<file path="src/opnd_consts.svh">
`ifndef OPND_CONSTS_SVH
`define OPND_CONSTS_SVH

// Entries in the request FIFO
`define FIFO_DEPTH 4

// Unescaped instruction window, opcode in byte 0 and ModR/M in byte 1
`define INSTR_BITS 72

// Inbound write data
// Window in the low bits, address-size flag on top, operand-size flag below it
`define REQ_DAT_BITS 74

// Outbound record address, a sequence number that wraps
`define SEQ_BITS 8

`endif

</file>
<file path="src/opnd_pkg.sv">
`include "opnd_consts.svh"

package opnd_pkg;

  // Operand encoding form of a one-byte opcode
  typedef enum logic [3:0] {
    none             = 4'd0,
    imm              = 4'd1,
    modrm_rm         = 4'd2,
    modrm_reg_rm     = 4'd3,
    modrm_rm_reg     = 4'd4,
    modrm_rm_imm     = 4'd5,
    reg_imm          = 4'd6,
    eax_imm          = 4'd7,
    modrm_reg_rm_imm = 4'd8,
    modrm_rm_reg_imm = 4'd9,
    modrm_rm_reg_cl  = 4'd10,
    disp8            = 4'd11,
    disp32           = 4'd12
  } opnd_form_e;

  // FIFO entry, the request with its looked-up form
  typedef struct packed {
    logic [`INSTR_BITS-1:0] instr;
    logic                   addr16;
    logic                   oper16;
    opnd_form_e             form;
  } decode_req_t;

  // Decode record written to the outbound slave, 64 bits
  typedef struct packed {
    logic       has_imm;
    logic       has_modrm;
    logic       has_sib;
    logic       has_disp;
    logic       is_disp8;
    logic       is_disp32;
    logic       rm_is_reg_direct;
    logic       opnd0_modrm_rm;
    logic       opnd0_modrm_reg;
    logic       opnd0_disp;
    logic       opnd1_modrm_rm;
    logic       opnd1_modrm_reg;
    opnd_form_e form;
    logic [7:0] modrm;
    logic [7:0] sib;
    // Already sign-extended when the displacement is one byte
    logic [31:0] disp;
  } decode_result_t;

endpackage

</file>
<file path="src/decode_fifo.sv">
`timescale 1ns/1ns
`include "opnd_consts.svh"

module decode_fifo (
  input  logic                  clk,
  input  logic                  rst_n,
  input  logic                  push,
  input  opnd_pkg::decode_req_t push_data,
  input  logic                  pop,
  output opnd_pkg::decode_req_t pop_data,
  output logic                  full,
  output logic                  empty
);

  localparam int ptr_bits = (`FIFO_DEPTH > 1) ? $clog2(`FIFO_DEPTH) : 1;
  localparam int cnt_bits = $clog2(`FIFO_DEPTH + 1);
  localparam logic [ptr_bits-1:0] last_slot = ptr_bits'(`FIFO_DEPTH - 1);

  opnd_pkg::decode_req_t mem [`FIFO_DEPTH];
  logic [ptr_bits-1:0]   wr_ptr;
  logic [ptr_bits-1:0]   rd_ptr;
  logic [cnt_bits-1:0]   count;

  // Storage, written at the write pointer
  always_ff @(posedge clk) begin
    if (push) begin
      mem[wr_ptr] <= push_data;
    end
  end

  // Pointers wrap at the last slot, depth need not be a power of two
  always_ff @(posedge clk or negedge rst_n) begin
    if (!rst_n) begin
      wr_ptr <= '0;
      rd_ptr <= '0;
      count  <= '0;
    end else begin
      if (push) begin
        wr_ptr <= (wr_ptr == last_slot) ? '0 : wr_ptr + 1'b1;
      end
      if (pop) begin
        rd_ptr <= (rd_ptr == last_slot) ? '0 : rd_ptr + 1'b1;
      end
      // Occupancy moves only when one side acts alone
      case ({push, pop})
        2'b10:   count <= count + 1'b1;
        2'b01:   count <= count - 1'b1;
        default: count <= count;
      endcase
    end
  end

  // Head entry is visible the cycle after its push
  assign pop_data = mem[rd_ptr];
  assign full     = (count == cnt_bits'(`FIFO_DEPTH));
  assign empty    = (count == '0);

  // Both neighbours must honour the flags
  no_push_when_full: assert property (@(posedge clk) disable iff (!rst_n)
    push |-> !full);
  no_pop_when_empty: assert property (@(posedge clk) disable iff (!rst_n)
    pop |-> !empty);

endmodule

</file>
<file path="src/decode_opnd_signals.sv">
`timescale 1ns/1ns
`include "opnd_consts.svh"

module decode_opnd_signals (
  input  logic [`INSTR_BITS-1:0] unescaped_instr,
  input  opnd_pkg::opnd_form_e   opnd_form,
  input  logic                   prefix_address_16bit,
  // Operand size changes only the immediate width, which is not decoded here
  input  logic                   prefix_operand_16bit,
  output logic                   has_imm,
  output logic                   has_modrm,
  output logic                   has_sib,
  output logic                   has_disp,
  output logic                   is_disp8,
  output logic                   is_disp32,
  output logic [7:0]             modrm,
  output logic [7:0]             sib,
  output logic [31:0]            disp,
  output logic                   modrm_rm_is_reg_direct,
  output logic                   opnd0_modrm_rm,
  output logic                   opnd0_modrm_reg,
  output logic                   opnd0_disp,
  output logic                   opnd1_modrm_rm,
  output logic                   opnd1_modrm_reg,
  output logic                   opnd1_disp
);

  logic [15:0] form_1hot;
  logic        disp_only_modrm;
  logic        form_disp;
  logic [31:0] disp_raw;

  assign form_1hot = 16'd1 << opnd_form;
  assign form_disp = form_1hot[opnd_pkg::disp8] || form_1hot[opnd_pkg::disp32];

  // Forms carrying immediate bytes
  assign has_imm = form_1hot[opnd_pkg::imm]
                || form_1hot[opnd_pkg::modrm_rm_imm]
                || form_1hot[opnd_pkg::reg_imm]
                || form_1hot[opnd_pkg::eax_imm]
                || form_1hot[opnd_pkg::modrm_reg_rm_imm]
                || form_1hot[opnd_pkg::modrm_rm_reg_imm];

  // R/M is the destination, direction bit clear
  assign opnd0_modrm_rm = form_1hot[opnd_pkg::modrm_rm]
                       || form_1hot[opnd_pkg::modrm_rm_imm]
                       || form_1hot[opnd_pkg::modrm_rm_reg]
                       || form_1hot[opnd_pkg::modrm_rm_reg_imm]
                       || form_1hot[opnd_pkg::modrm_rm_reg_cl];

  // REG is the destination, direction bit set
  assign opnd0_modrm_reg = form_1hot[opnd_pkg::modrm_reg_rm]
                        || form_1hot[opnd_pkg::modrm_reg_rm_imm];

  assign opnd1_modrm_rm  = opnd0_modrm_reg;
  assign opnd1_modrm_reg = form_1hot[opnd_pkg::modrm_rm_reg]
                        || form_1hot[opnd_pkg::modrm_rm_reg_imm]
                        || form_1hot[opnd_pkg::modrm_rm_reg_cl];

  assign has_modrm = opnd0_modrm_rm || opnd0_modrm_reg;

  // ModR/M sits right after the opcode
  assign modrm                  = unescaped_instr[15:8];
  assign modrm_rm_is_reg_direct = (modrm[7:6] == 2'b11);

  // SIB only with 32-bit addressing, a memory operand and rm 100
  assign has_sib = has_modrm
                && !prefix_address_16bit
                && !modrm_rm_is_reg_direct
                && (modrm[2:0] == 3'b100);
  assign sib = unescaped_instr[23:16];

  // Mod 00 with rm 101 means disp32 and no base register
  assign disp_only_modrm = (modrm[7:6] == 2'b00) && (modrm[2:0] == 3'b101);

  assign has_disp = (has_modrm
                     && (disp_only_modrm || modrm[7:6] == 2'b01 || modrm[7:6] == 2'b10))
                 || form_disp;

  // Width follows mod, or the form when there is no ModR/M
  assign is_disp8  = has_disp
                  && (form_1hot[opnd_pkg::disp8]
                      || (has_modrm && modrm[7:6] == 2'b01));
  assign is_disp32 = has_disp
                  && (form_1hot[opnd_pkg::disp32]
                      || (has_modrm && (disp_only_modrm || modrm[7:6] == 2'b10)));

  // Displacement starts after opcode, ModR/M and SIB, whichever are there
  always_comb begin
    case ({has_modrm, has_sib})
      2'b11:   disp_raw = unescaped_instr[55:24];
      2'b10:   disp_raw = unescaped_instr[47:16];
      default: disp_raw = unescaped_instr[39:8];
    endcase
  end

  assign disp = !has_disp ? 32'd0
              : is_disp8  ? {{24{disp_raw[7]}}, disp_raw[7:0]}
              : disp_raw;

  // Jump targets belong to operand 0, otherwise the operand holding R/M
  assign opnd0_disp = form_disp || (has_disp && opnd0_modrm_rm);
  assign opnd1_disp = has_disp && opnd1_modrm_rm;

endmodule

</file>
<file path="src/decode_result_writer.sv">
`timescale 1ns/1ns
`include "opnd_consts.svh"

module decode_result_writer (
  input  logic                     clk,
  input  logic                     rst_n,
  // FIFO read side
  input  logic                     empty,
  input  opnd_pkg::decode_req_t    pop_data,
  output logic                     pop,
  // Wishbone classic master, write only
  output logic                     m_cyc,
  output logic                     m_stb,
  output logic                     m_we,
  output logic [`SEQ_BITS-1:0]     m_adr,
  output opnd_pkg::decode_result_t m_dat,
  input  logic                     m_ack
);

  localparam logic st_idle  = 1'b0;
  localparam logic st_write = 1'b1;

  logic                     state;
  logic [`SEQ_BITS-1:0]     seq;
  opnd_pkg::decode_result_t record;

  logic        has_imm;
  logic        has_modrm;
  logic        has_sib;
  logic        has_disp;
  logic        is_disp8;
  logic        is_disp32;
  logic [7:0]  modrm;
  logic [7:0]  sib;
  logic [31:0] disp;
  logic        reg_direct;
  logic        opnd0_modrm_rm;
  logic        opnd0_modrm_reg;
  logic        opnd0_disp;
  logic        opnd1_modrm_rm;
  logic        opnd1_modrm_reg;

  // Decodes the FIFO head, which is only taken when idle
  decode_opnd_signals decode_opnd_signals_i (
    .unescaped_instr        (pop_data.instr),
    .opnd_form              (pop_data.form),
    .prefix_address_16bit   (pop_data.addr16),
    .prefix_operand_16bit   (pop_data.oper16),
    .has_imm                (has_imm),
    .has_modrm              (has_modrm),
    .has_sib                (has_sib),
    .has_disp               (has_disp),
    .is_disp8               (is_disp8),
    .is_disp32              (is_disp32),
    .modrm                  (modrm),
    .sib                    (sib),
    .disp                   (disp),
    .modrm_rm_is_reg_direct (reg_direct),
    .opnd0_modrm_rm         (opnd0_modrm_rm),
    .opnd0_modrm_reg        (opnd0_modrm_reg),
    .opnd0_disp             (opnd0_disp),
    .opnd1_modrm_rm         (opnd1_modrm_rm),
    .opnd1_modrm_reg        (opnd1_modrm_reg),
    .opnd1_disp             ()
  );

  // Record packing
  // ModR/M, SIB and the direct flag read as zero when those bytes are absent
  always_comb begin
    record.has_imm          = has_imm;
    record.has_modrm        = has_modrm;
    record.has_sib          = has_sib;
    record.has_disp         = has_disp;
    record.is_disp8         = is_disp8;
    record.is_disp32        = is_disp32;
    record.rm_is_reg_direct = has_modrm && reg_direct;
    record.opnd0_modrm_rm   = opnd0_modrm_rm;
    record.opnd0_modrm_reg  = opnd0_modrm_reg;
    record.opnd0_disp       = opnd0_disp;
    record.opnd1_modrm_rm   = opnd1_modrm_rm;
    record.opnd1_modrm_reg  = opnd1_modrm_reg;
    record.form             = pop_data.form;
    record.modrm            = has_modrm ? modrm : 8'd0;
    record.sib              = has_sib ? sib : 8'd0;
    record.disp             = disp;
  end

  assign pop = (state == st_idle) && !empty;

  // Idle pops one entry, write holds the bus until the slave acks
  always_ff @(posedge clk or negedge rst_n) begin
    if (!rst_n) begin
      state <= st_idle;
      seq   <= '0;
    end else begin
      case (state)
        st_idle: begin
          if (pop) begin
            state <= st_write;
          end
        end
        default: begin
          if (m_ack) begin
            state <= st_idle;
            seq   <= seq + 1'b1;
          end
        end
      endcase
    end
  end

  // Record latched with the pop and held through the write
  always_ff @(posedge clk) begin
    if (pop) begin
      m_dat <= record;
    end
  end

  // Bus drops for the idle cycle after each ack
  assign m_cyc = (state == st_write);
  assign m_stb = m_cyc;
  assign m_we  = m_cyc;
  assign m_adr = seq;

  // Slave may stall any number of cycles with the cycle left unchanged
  bus_held_until_ack: assert property (@(posedge clk) disable iff (!rst_n)
    m_stb && !m_ack |=> m_stb && $stable(m_dat) && $stable(m_adr));

endmodule

</file>
<file path="src/instr_form_lookup.sv">
`timescale 1ns/1ns
`include "opnd_consts.svh"

module instr_form_lookup (
  input  logic                      clk,
  input  logic                      rst_n,
  // Wishbone classic slave, write only
  input  logic                      s_cyc,
  input  logic                      s_stb,
  input  logic                      s_we,
  input  logic [`REQ_DAT_BITS-1:0]  s_dat,
  output logic                      s_ack,
  // FIFO write side
  input  logic                      full,
  output logic                      push,
  output opnd_pkg::decode_req_t     push_data
);

  logic [7:0]           opcode;
  opnd_pkg::opnd_form_e form;
  logic                 accept;

  assign opcode = s_dat[7:0];

  // One-byte opcode table, anything unlisted has no operand form
  always_comb begin
    casez (opcode)
      8'h00, 8'h01:               form = opnd_pkg::modrm_rm_reg;
      8'h02, 8'h03:               form = opnd_pkg::modrm_reg_rm;
      8'h05:                      form = opnd_pkg::eax_imm;
      8'h69:                      form = opnd_pkg::modrm_reg_rm_imm;
      8'h80, 8'h81, 8'h83, 8'hc7: form = opnd_pkg::modrm_rm_imm;
      // MOV r32, imm32 with the register in the low opcode bits
      8'b1011_1???:               form = opnd_pkg::reg_imm;
      8'hd3:                      form = opnd_pkg::modrm_rm_reg_cl;
      8'heb:                      form = opnd_pkg::disp8;
      8'he9:                      form = opnd_pkg::disp32;
      8'hff:                      form = opnd_pkg::modrm_rm;
      default:                    form = opnd_pkg::none;
    endcase
  end

  // New write with room in the FIFO
  // The cycle already being acked is not taken a second time
  assign accept = s_cyc && s_stb && s_we && !s_ack && !full;

  // Registered ack, high for one cycle per accepted write
  always_ff @(posedge clk or negedge rst_n) begin
    if (!rst_n) begin
      s_ack <= 1'b0;
    end else begin
      s_ack <= accept;
    end
  end

  // Request captured together with its form at acceptance
  always_ff @(posedge clk) begin
    if (accept) begin
      push_data.instr  <= s_dat[`INSTR_BITS-1:0];
      push_data.addr16 <= s_dat[`REQ_DAT_BITS-1];
      push_data.oper16 <= s_dat[`REQ_DAT_BITS-2];
      push_data.form   <= form;
    end
  end

  // Entry enters the FIFO on the ack cycle
  assign push = s_ack;

  // Full is sampled a cycle before the push, so the FIFO must not fill in between
  push_not_full: assert property (@(posedge clk) disable iff (!rst_n)
    push |-> !full);

endmodule

</file>
<file path="src/opnd_decode_top.sv">
`timescale 1ns/1ns
`include "opnd_consts.svh"

module opnd_decode_top (
  input  logic                     clk,
  input  logic                     rst_n,
  // Host side, Wishbone classic slave
  input  logic                     s_cyc,
  input  logic                     s_stb,
  input  logic                     s_we,
  input  logic [`REQ_DAT_BITS-1:0] s_dat,
  output logic                     s_ack,
  // Record side, Wishbone classic master
  output logic                     m_cyc,
  output logic                     m_stb,
  output logic                     m_we,
  output logic [`SEQ_BITS-1:0]     m_adr,
  output opnd_pkg::decode_result_t m_dat,
  input  logic                     m_ack
);

  logic                  push;
  logic                  full;
  logic                  pop;
  logic                  empty;
  opnd_pkg::decode_req_t push_data;
  opnd_pkg::decode_req_t pop_data;

  // Opcode classification and inbound handshake
  instr_form_lookup instr_form_lookup_i (
    .clk       (clk),
    .rst_n     (rst_n),
    .s_cyc     (s_cyc),
    .s_stb     (s_stb),
    .s_we      (s_we),
    .s_dat     (s_dat),
    .s_ack     (s_ack),
    .full      (full),
    .push      (push),
    .push_data (push_data)
  );

  // Full withholds the inbound ack
  decode_fifo decode_fifo_i (
    .clk       (clk),
    .rst_n     (rst_n),
    .push      (push),
    .push_data (push_data),
    .pop       (pop),
    .pop_data  (pop_data),
    .full      (full),
    .empty     (empty)
  );

  // Decode and ordered record writes
  decode_result_writer decode_result_writer_i (
    .clk      (clk),
    .rst_n    (rst_n),
    .empty    (empty),
    .pop_data (pop_data),
    .pop      (pop),
    .m_cyc    (m_cyc),
    .m_stb    (m_stb),
    .m_we     (m_we),
    .m_adr    (m_adr),
    .m_dat    (m_dat),
    .m_ack    (m_ack)
  );

endmodule

</file>
<file path="config.mk">
export PLATFORM = sky130hd
export DESIGN_NAME = opnd_decode_top
export DESIGN_NICKNAME = d
export VERILOG_FILES = /design/src/opnd_pkg.sv /design/src/decode_fifo.sv /design/src/decode_opnd_signals.sv /design/src/decode_result_writer.sv /design/src/instr_form_lookup.sv /design/src/opnd_decode_top.sv
export VERILOG_INCLUDE_DIRS = /design/src /design/src/src
export SDC_FILE = /design/constraint.sdc
export NUM_CORES = 1
export LEC_CHECK = 0
export ABC_CLOCK_PERIOD_IN_PS = 8930
export BUFFER_PORTS_ARGS = -buffer_cell sky130_fd_sc_hd__buf_2
export CAP_MARGIN = 20
export CORE_MARGIN = 3
export CORE_UTILIZATION = 60
export DETAILED_ROUTE_END_ITERATION = 16
export HOLD_SLACK_MARGIN = 0.02
export PLACE_DENSITY = 0.8
export SETUP_SLACK_MARGIN = 0.4
export SYNTH_ARGS = -nofsm -noshare
export SYNTH_HDL_FRONTEND = slang
export SYNTH_HIERARCHICAL = 1
export SYNTH_SLANG_ARGS = --single-unit
</file>
<file path="constraint.sdc">
create_clock -name clk -period 8.93 [get_ports clk]
set_clock_uncertainty 0.1 [all_clocks]
set_input_delay 1.3395 -clock clk [delete_from_list [all_inputs] [get_ports clk]]
set_output_delay 1.3395 -clock clk [all_outputs]
set_load 0.05 [all_outputs]
</file>
==> qor.csv, run 1 <==
stage;metric;value;unit
placed_design;dpl cells;1085;
clocking;Hold-fix buffers, CTS;0;
grt;grt total ovfl;0;
sta;Max Freq;259;MHz
clocking;H-tree depth;2;
cells_and_area;Inserted Diodes;0;
sta;Final Hold Fails;0;
setup_path;CP Max Fanout;51;
grt;routing usage on met2;35.5;%
clocking;CTS root buf;clkbuf_16;
cells_and_area;multi-input logic area;3100;µm²
floorplanning;DIE AREA;25100;µm²
setup_path;Arr. time, crit path;3.99;ns
setup_path;CP required;9.06;ns
sta;final worst-path cycle share;43.3;%
route;drt wl/cell;23.0;µm
sta;Tmin final;3.87;ns
clocking;Worst-path clk slew;0.06;ns
cells_and_area;final instance area;15700;µm²
route;ANT nets after route;0;
cells_and_area;number of non-filler instances in the completed layout;1147;
clocking;clk_lat worst skew;0.50;ns
clocking;CTS tree;yes;
power_and_ir_drop;Net Sw Frac;37.3;%
yosys;cell area after synthesis;13900;µm²
grt;first-pass GRT wire length;40.3;mm
power_and_ir_drop;Psw;2.19;mW
worst_hold_path;Hold Crit Class;reg2reg;
power_and_ir_drop;Comb power frac;37.9;%
cells_and_area;Reg area;10300;µm²
flow_run;MaxCap Viol Count;0;
floorplanning;Die Ht;158;µm
cells_and_area;Layout area overhead;12.8;%
placed_design;number of I/O port buffers;138;
power_and_ir_drop;Clk pwr share;23.6;%
placed_design;DP HPWL;15.9;mm
setup_path;FF-to-FF End;decode_result_writer_i/m_dat[27];
power_and_ir_drop;register share of total power;38.5;%
cells_and_area;post-layout util;69.1;%
placed_design;routability cong.;0.807;
sta;Slew @ Worst Pin;1.09;ns
setup_path;Crit Path Class;reg2reg;
cells_and_area;fill cell count;1380;
route;number of DRC markers in iteration 0;732;
power_and_ir_drop;Leak;5.56;nW
grt;initial antenna violation count;0;
yosys;Synth Warn #;6;
clocking;total CTS buffers;36;
setup_path;CP endpoint kind;flip-flop;
sta;Slew Viols, Final;0;
clocking;clock sinks;346;
yosys;syn nets;795;
route;DRC violations left;0;
clocking;PostCTS Resize Cnt;0;
power_and_ir_drop;internal power;3.69;mW
grt;grt met1 use;29.3;%
clocking;clock buffer depth;3;
clocking;Post-CTS Setup Bufs;0;
setup_path;r2r startpoint;decode_fifo_i/rd_ptr[1];
route;Detailed Routing Iterations Pass 1;5;
setup_path;Startpoint Class;flip-flop;
grt;met3 Use GR;3.91;%
floorplanning;Initial Util;61.3;%
run_status;status;complete, no violations;
sta;RSZ-0062 raised after global routing;false;
route;routed via count;6966;
grt;vias in the first global route;7207;
power_and_ir_drop;Max VDD drop;0.200;mV
sta;Rel. slew slack;27.1;%
grt;GR peak layer;met2;
yosys;syn avg cell area;19.7;µm²
setup_path;internal reg-to-reg setup slack;5.06;ns
route;Total Wirelength;26.3;mm
cells_and_area;leading cell types in the layout, fill and taps excluded;329 x edfxtp_1, 138 x buf_2, 53 x mux4_2;
floorplanning;FP Rows;55;
power_and_ir_drop;pwr dens;375;nW/µm²
grt;Total GRT Usage;21.5;%
setup_path;Reg2Reg Depth;10;
worst_hold_path;WHS Endpoint;decode_fifo_i/count[2];
yosys;Synth Instances;707;
route;drt via density;6.07;
cells_and_area;share of post-route cells with drive strength above 1;36.4;%
placed_design;Placed Area;14600;µm²
grt;largest net degree at the start of global routing;68;
cells_and_area;most common cell after layout, fill and taps aside;edfxtp_1;
floorplanning;I/O pin count;156;
sta;final setup vio count;0;
floorplanning;Core Region;22700;µm²
worst_hold_path;Hold Path Depth;1;
floorplanning;Die Span X;158;µm
cells_and_area;Final #Nets;926;
sta;Post-Route Setup TNS;0;ns
worst_hold_path;Hold Crit Start;decode_fifo_i/count[2];
power_and_ir_drop;Power Total;5.88;mW
critical path, cell delays in order (launching register included):
cell,delay [ns]
dfrtp_2,0.42
buf_4,0.64
mux4_2,0.50
nand2b_1,0.15
a21o_1,0.16
and2_1,0.13
buf_4,0.35
inv_4,0.08
o32ai_4,0.70
buf_8,0.25
a21oi_1,0.06
layer usage:
layer | wire length [µm] | share of wire [%] | vias up
met3 | 1850 | 7.0 | 58
met5 | 0 | 0 | -
met4 | 673 | 2.6 | 0
li1 | - | - | 3049
met2 | 13400 | 51 | 333
met1 | 10400 | 40 | 3526
how the worst max path moves through the flow:
stage | from | endpoint | cells after the start | slack (ns)
2_1_floorplan | s_we | instr_form_lookup_i/push_data[0] | 2 | 3.24
3_3_place_gp | decode_fifo_i/rd_ptr[1] | decode_result_writer_i/m_dat[23] | 9 | 5.01
3_5_place_dp | decode_fifo_i/rd_ptr[1] | decode_result_writer_i/m_dat[30] | 10 | 5.10
4_1_cts | decode_fifo_i/rd_ptr[1] | decode_result_writer_i/m_dat[27] | 10 | 5.06
5_1_grt | decode_fifo_i/rd_ptr[1] | decode_result_writer_i/m_dat[21] | 10 | 4.87
6_report | decode_fifo_i/rd_ptr[1] | decode_result_writer_i/m_dat[27] | 10 | 5.06
registers in the layout, indices dropped and copies added (netlist names):
signal                         cells
decode_fifo_i/count                3
decode_fifo_i/mem                212
decode_fifo_i/rd_ptr               2
decode_fifo_i/wr_ptr               2
decode_result_writer_i/m_adr       8
decode_result_writer_i/m_cyc       1
decode_result_writer_i/m_dat      64
instr_form_lookup_i/push           1
instr_form_lookup_i/push_data     53
cell type report:
class | instances | area share, %
Timing Repair Buffer | 149 | 4.98
Multi-Input combinational cell | 294 | 19.8
Clock inverter | 14 | 0.789
Sequential cell | 346 | 65.7
Clock buffer | 48 | 6.23
Inverter | 11 | 0.279
Tap cell | 285 | 2.27
power by group through the flow:
stage                     Combinational, mW  Sequential [mW]  Clock (mW)
after floorplan                        1.35             2.81           0
after global placement                 2.14             2.28           0
after detailed placement               2.22             2.30           0
after CTS                              2.23             2.26        1.42
after global routing                   2.37             2.29        1.49
final                                  2.23             2.26        1.39
metrics by stage:
stage,worst slack (ns),hold slack (ns)
4_1_cts,5.06,0.396
6_report,5.06,0.401
5_1_grt,4.87,0.415
2_1_floorplan,3.24,0.357
3_5_place_dp,5.10,0.385
3_3_place_gp,5.01,0.354
Power figures use the tool's default switching activity.
==> inputs of run 2 (changes only) <==
--- a/config.mk
+++ b/config.mk
@@ -6,7 +6,7 @@
 export SDC_FILE = /design/constraint.sdc
 export NUM_CORES = 1
 export LEC_CHECK = 0
-export ABC_CLOCK_PERIOD_IN_PS = 8930
+export ABC_CLOCK_PERIOD_IN_PS = 4000
 export BUFFER_PORTS_ARGS = -buffer_cell sky130_fd_sc_hd__buf_2
 export CAP_MARGIN = 20
 export CORE_MARGIN = 3
==> constraint.sdc (replaced) <==
create_clock -name clk -period 4 [get_ports clk]
set_clock_uncertainty 0.1 [all_clocks]
set_input_delay 0.6 -clock clk [delete_from_list [all_inputs] [get_ports clk]]
set_output_delay 0.6 -clock clk [all_outputs]
set_load 0.05 [all_outputs]
==> run 2 against run 1 <==
Hold slack got worse by 0.24 ns. Count of clock-buffer cells in the layout decreased by 1. Final cell count increased by 0.26%. Wire length increased by 1.2%. Largest cell class unchanged.
==> qor.csv, run 2 (synthesis gave the netlist of run 1 again) <==
stage;metric;value;unit
clocking;clock buffer depth;3;
cells_and_area;final instance area;15800;µm²
route;Total Wirelength;26.6;mm
setup_path;CP Max Fanout;48;
floorplanning;DIE AREA;25100;µm²
cells_and_area;Layout area overhead;13.3;%
power_and_ir_drop;register share of total power;38.2;%
worst_hold_path;Hold Path Depth;1;
placed_design;Placed Area;14600;µm²
cells_and_area;share of post-route cells with drive strength above 1;36.9;%
floorplanning;Initial Util;61.3;%
worst_hold_path;Hold Crit Start;s_dat[44];
grt;Total GRT Usage;21.7;%
route;routed via count;6982;
cells_and_area;Inserted Diodes;0;
clocking;PostCTS Resize Cnt;0;
grt;initial antenna violation count;0;
placed_design;DP HPWL;17.0;mm
sta;Slew @ Worst Pin;1.08;ns
power_and_ir_drop;Net Sw Frac;37.1;%
floorplanning;Die Span X;158;µm
power_and_ir_drop;Psw;4.93;mW
floorplanning;FP Rows;55;
setup_path;Startpoint Class;flip-flop;
run_status;status;complete, no violations;
route;DRC violations left;0;
floorplanning;Die Ht;158;µm
placed_design;number of I/O port buffers;138;
setup_path;CP endpoint kind;flip-flop;
clocking;total CTS buffers;36;
flow_run;MaxCap Viol Count;0;
route;Detailed Routing Iterations Pass 1;5;
route;ANT nets after route;0;
setup_path;FF-to-FF End;decode_result_writer_i/m_dat[20];
grt;grt total ovfl;0;
setup_path;Arr. time, crit path;3.47;ns
power_and_ir_drop;internal power;8.35;mW
cells_and_area;Most flops, register;decode_fifo_i/mem;
cells_and_area;fill cell count;1386;
cells_and_area;top flop regs;decode_fifo_i/mem x212, decode_result_writer_i/m_dat x64, instr_form_lookup_i/push_data x53;
setup_path;internal reg-to-reg setup slack;0.67;ns
clocking;clock sinks;346;
sta;Max Freq;300;MHz
power_and_ir_drop;Max VDD drop;0.514;mV
sta;final worst-path cycle share;83.3;%
setup_path;Reg2Reg Depth;6;
clocking;clk_lat worst skew;0.50;ns
clocking;H-tree depth;2;
sta;Rel. slew slack;27.9;%
sta;Slew Viols, Final;0;
clocking;Post-CTS Setup Bufs;0;
worst_hold_path;WHS Endpoint;instr_form_lookup_i/push_data[50];
setup_path;CP required;4.14;ns
setup_path;r2r startpoint;decode_fifo_i/rd_ptr[0];
sta;Tmin final;3.33;ns
grt;first-pass GRT wire length;40.4;mm
clocking;Worst-path clk slew;0.06;ns
cells_and_area;most common cell after layout, fill and taps aside;edfxtp_1;
placed_design;Setup WS pre-CTS;0.715;ns
cells_and_area;leading cell types in the layout, fill and taps excluded;329 x edfxtp_1, 138 x buf_2, 53 x mux4_2;
floorplanning;I/O pin count;156;
clocking;CTS root buf;clkbuf_16;
route;number of DRC markers in iteration 0;676;
placed_design;routability cong.;0.779;
sta;final worst slack;0.668;ns
cells_and_area;max reg flops;212;
clocking;CTS tree;yes;
route;drt via density;6.07;
route;drt wl/cell;23.2;µm
grt;vias in the first global route;7087;
power_and_ir_drop;Leak;5.61;nW
sta;Final Hold Fails;0;
power_and_ir_drop;Clk pwr share;24.6;%
sta;Post-Route Setup TNS;0;ns
worst_hold_path;Hold Crit Class;in2reg;
setup_path;Crit Path Class;reg2reg;
sta;RSZ-0062 raised after global routing;false;
power_and_ir_drop;pwr dens;842;nW/µm²
floorplanning;Core Region;22700;µm²
grt;largest net degree at the start of global routing;55;
cells_and_area;Final #Nets;929;
power_and_ir_drop;Comb power frac;37.2;%
sta;final setup vio count;0;
run 2: changes by cell type in the layout (fill, tap and decap cells not counted), sizes merged:
cell         previous run  this run
buf                   149       151
bufinv                  2         4
clkbuf                 48        47
clkinv                  8        10
clkinvlp                3         0
dlygate4sd3             0         1
run 2: final cells by class:
type	instances	area [µm²]	share of cell area, %
Sequential cell	346	10300	65.4
Tap cell	285	357	2.26
Clock inverter	15	180	1.14
Inverter	11	43.8	0.278
Multi-Input combinational cell	294	3110	19.7
Timing Repair Buffer	152	798	5.06
Clock buffer	47	973	6.17
run 2: power groups by stage:
stage                     clock [mW]  sequential (mW)  combinational [mW]
after floorplan                    0             6.25                3.01
after detailed placement           0             5.15                4.90
after global placement             0             5.11                4.75
after CTS                       3.32             5.08                4.94
final                           3.26             5.08                4.93
after global routing            3.49             5.14                5.24
run 2: critical path, cell delays in order, from the launching register on:
cell,delay (ns)
dfrtp_4,0.60
mux4_2,0.68
a21oi_1,0.23
o211ai_2,0.16
inv_2,0.80
mux2i_1,0.36
a21oi_2,0.09
run 2: what timing repair did:
item / CTS / global route
endpoints found under the setup margin: 0 / 0
hold endpoints to repair: 17 / 0
hold buffers: 1 / 0
run 2: worst max-delay path by stage:
stage | to | from | depth (start not counted) | slack, ns
floorplan | instr_form_lookup_i/push_data[0] | s_we | 2 | 0.69
global placement | decode_result_writer_i/m_dat[15] | decode_fifo_i/rd_ptr[0] | 6 | 0.81
detailed placement | decode_result_writer_i/m_dat[20] | decode_fifo_i/rd_ptr[0] | 6 | 0.72
CTS | decode_result_writer_i/m_dat[20] | decode_fifo_i/rd_ptr[0] | 6 | 0.70
global route | decode_result_writer_i/m_dat[20] | decode_fifo_i/rd_ptr[0] | 6 | 0.53
finish | decode_result_writer_i/m_dat[20] | decode_fifo_i/rd_ptr[0] | 6 | 0.67
run 2: per-stage QoR:
| step | hold WS [ns] | instances | total power, mW | utilization, % |
|---|---|---|---|---|
| final | 0.166 | 1150 | 13.3 | 69.4 |
| after global routing | 0.143 | 1150 | 13.9 | 69.4 |
| after CTS | 0.139 | 1150 | 13.3 | 69.4 |
| after detailed placement | 0.354 | 1087 | 10.1 | 64.3 |
| after global placement | 0.354 | 1087 | 9.87 | 64.3 |
| after floorplan | 0.204 | 707 | 9.26 | - |
run 2: routing by layer:
metal / GRT usage, % / vias to the layer above / part of all wire, %
met1: 29.3 / 3542 / 38
met4: 8.15 / 0 / 2.5
met2: 35.8 / 334 / 51
met5: 0 / - / 0
met3: 4.05 / 58 / 8.0
li1: - / 3048 / -
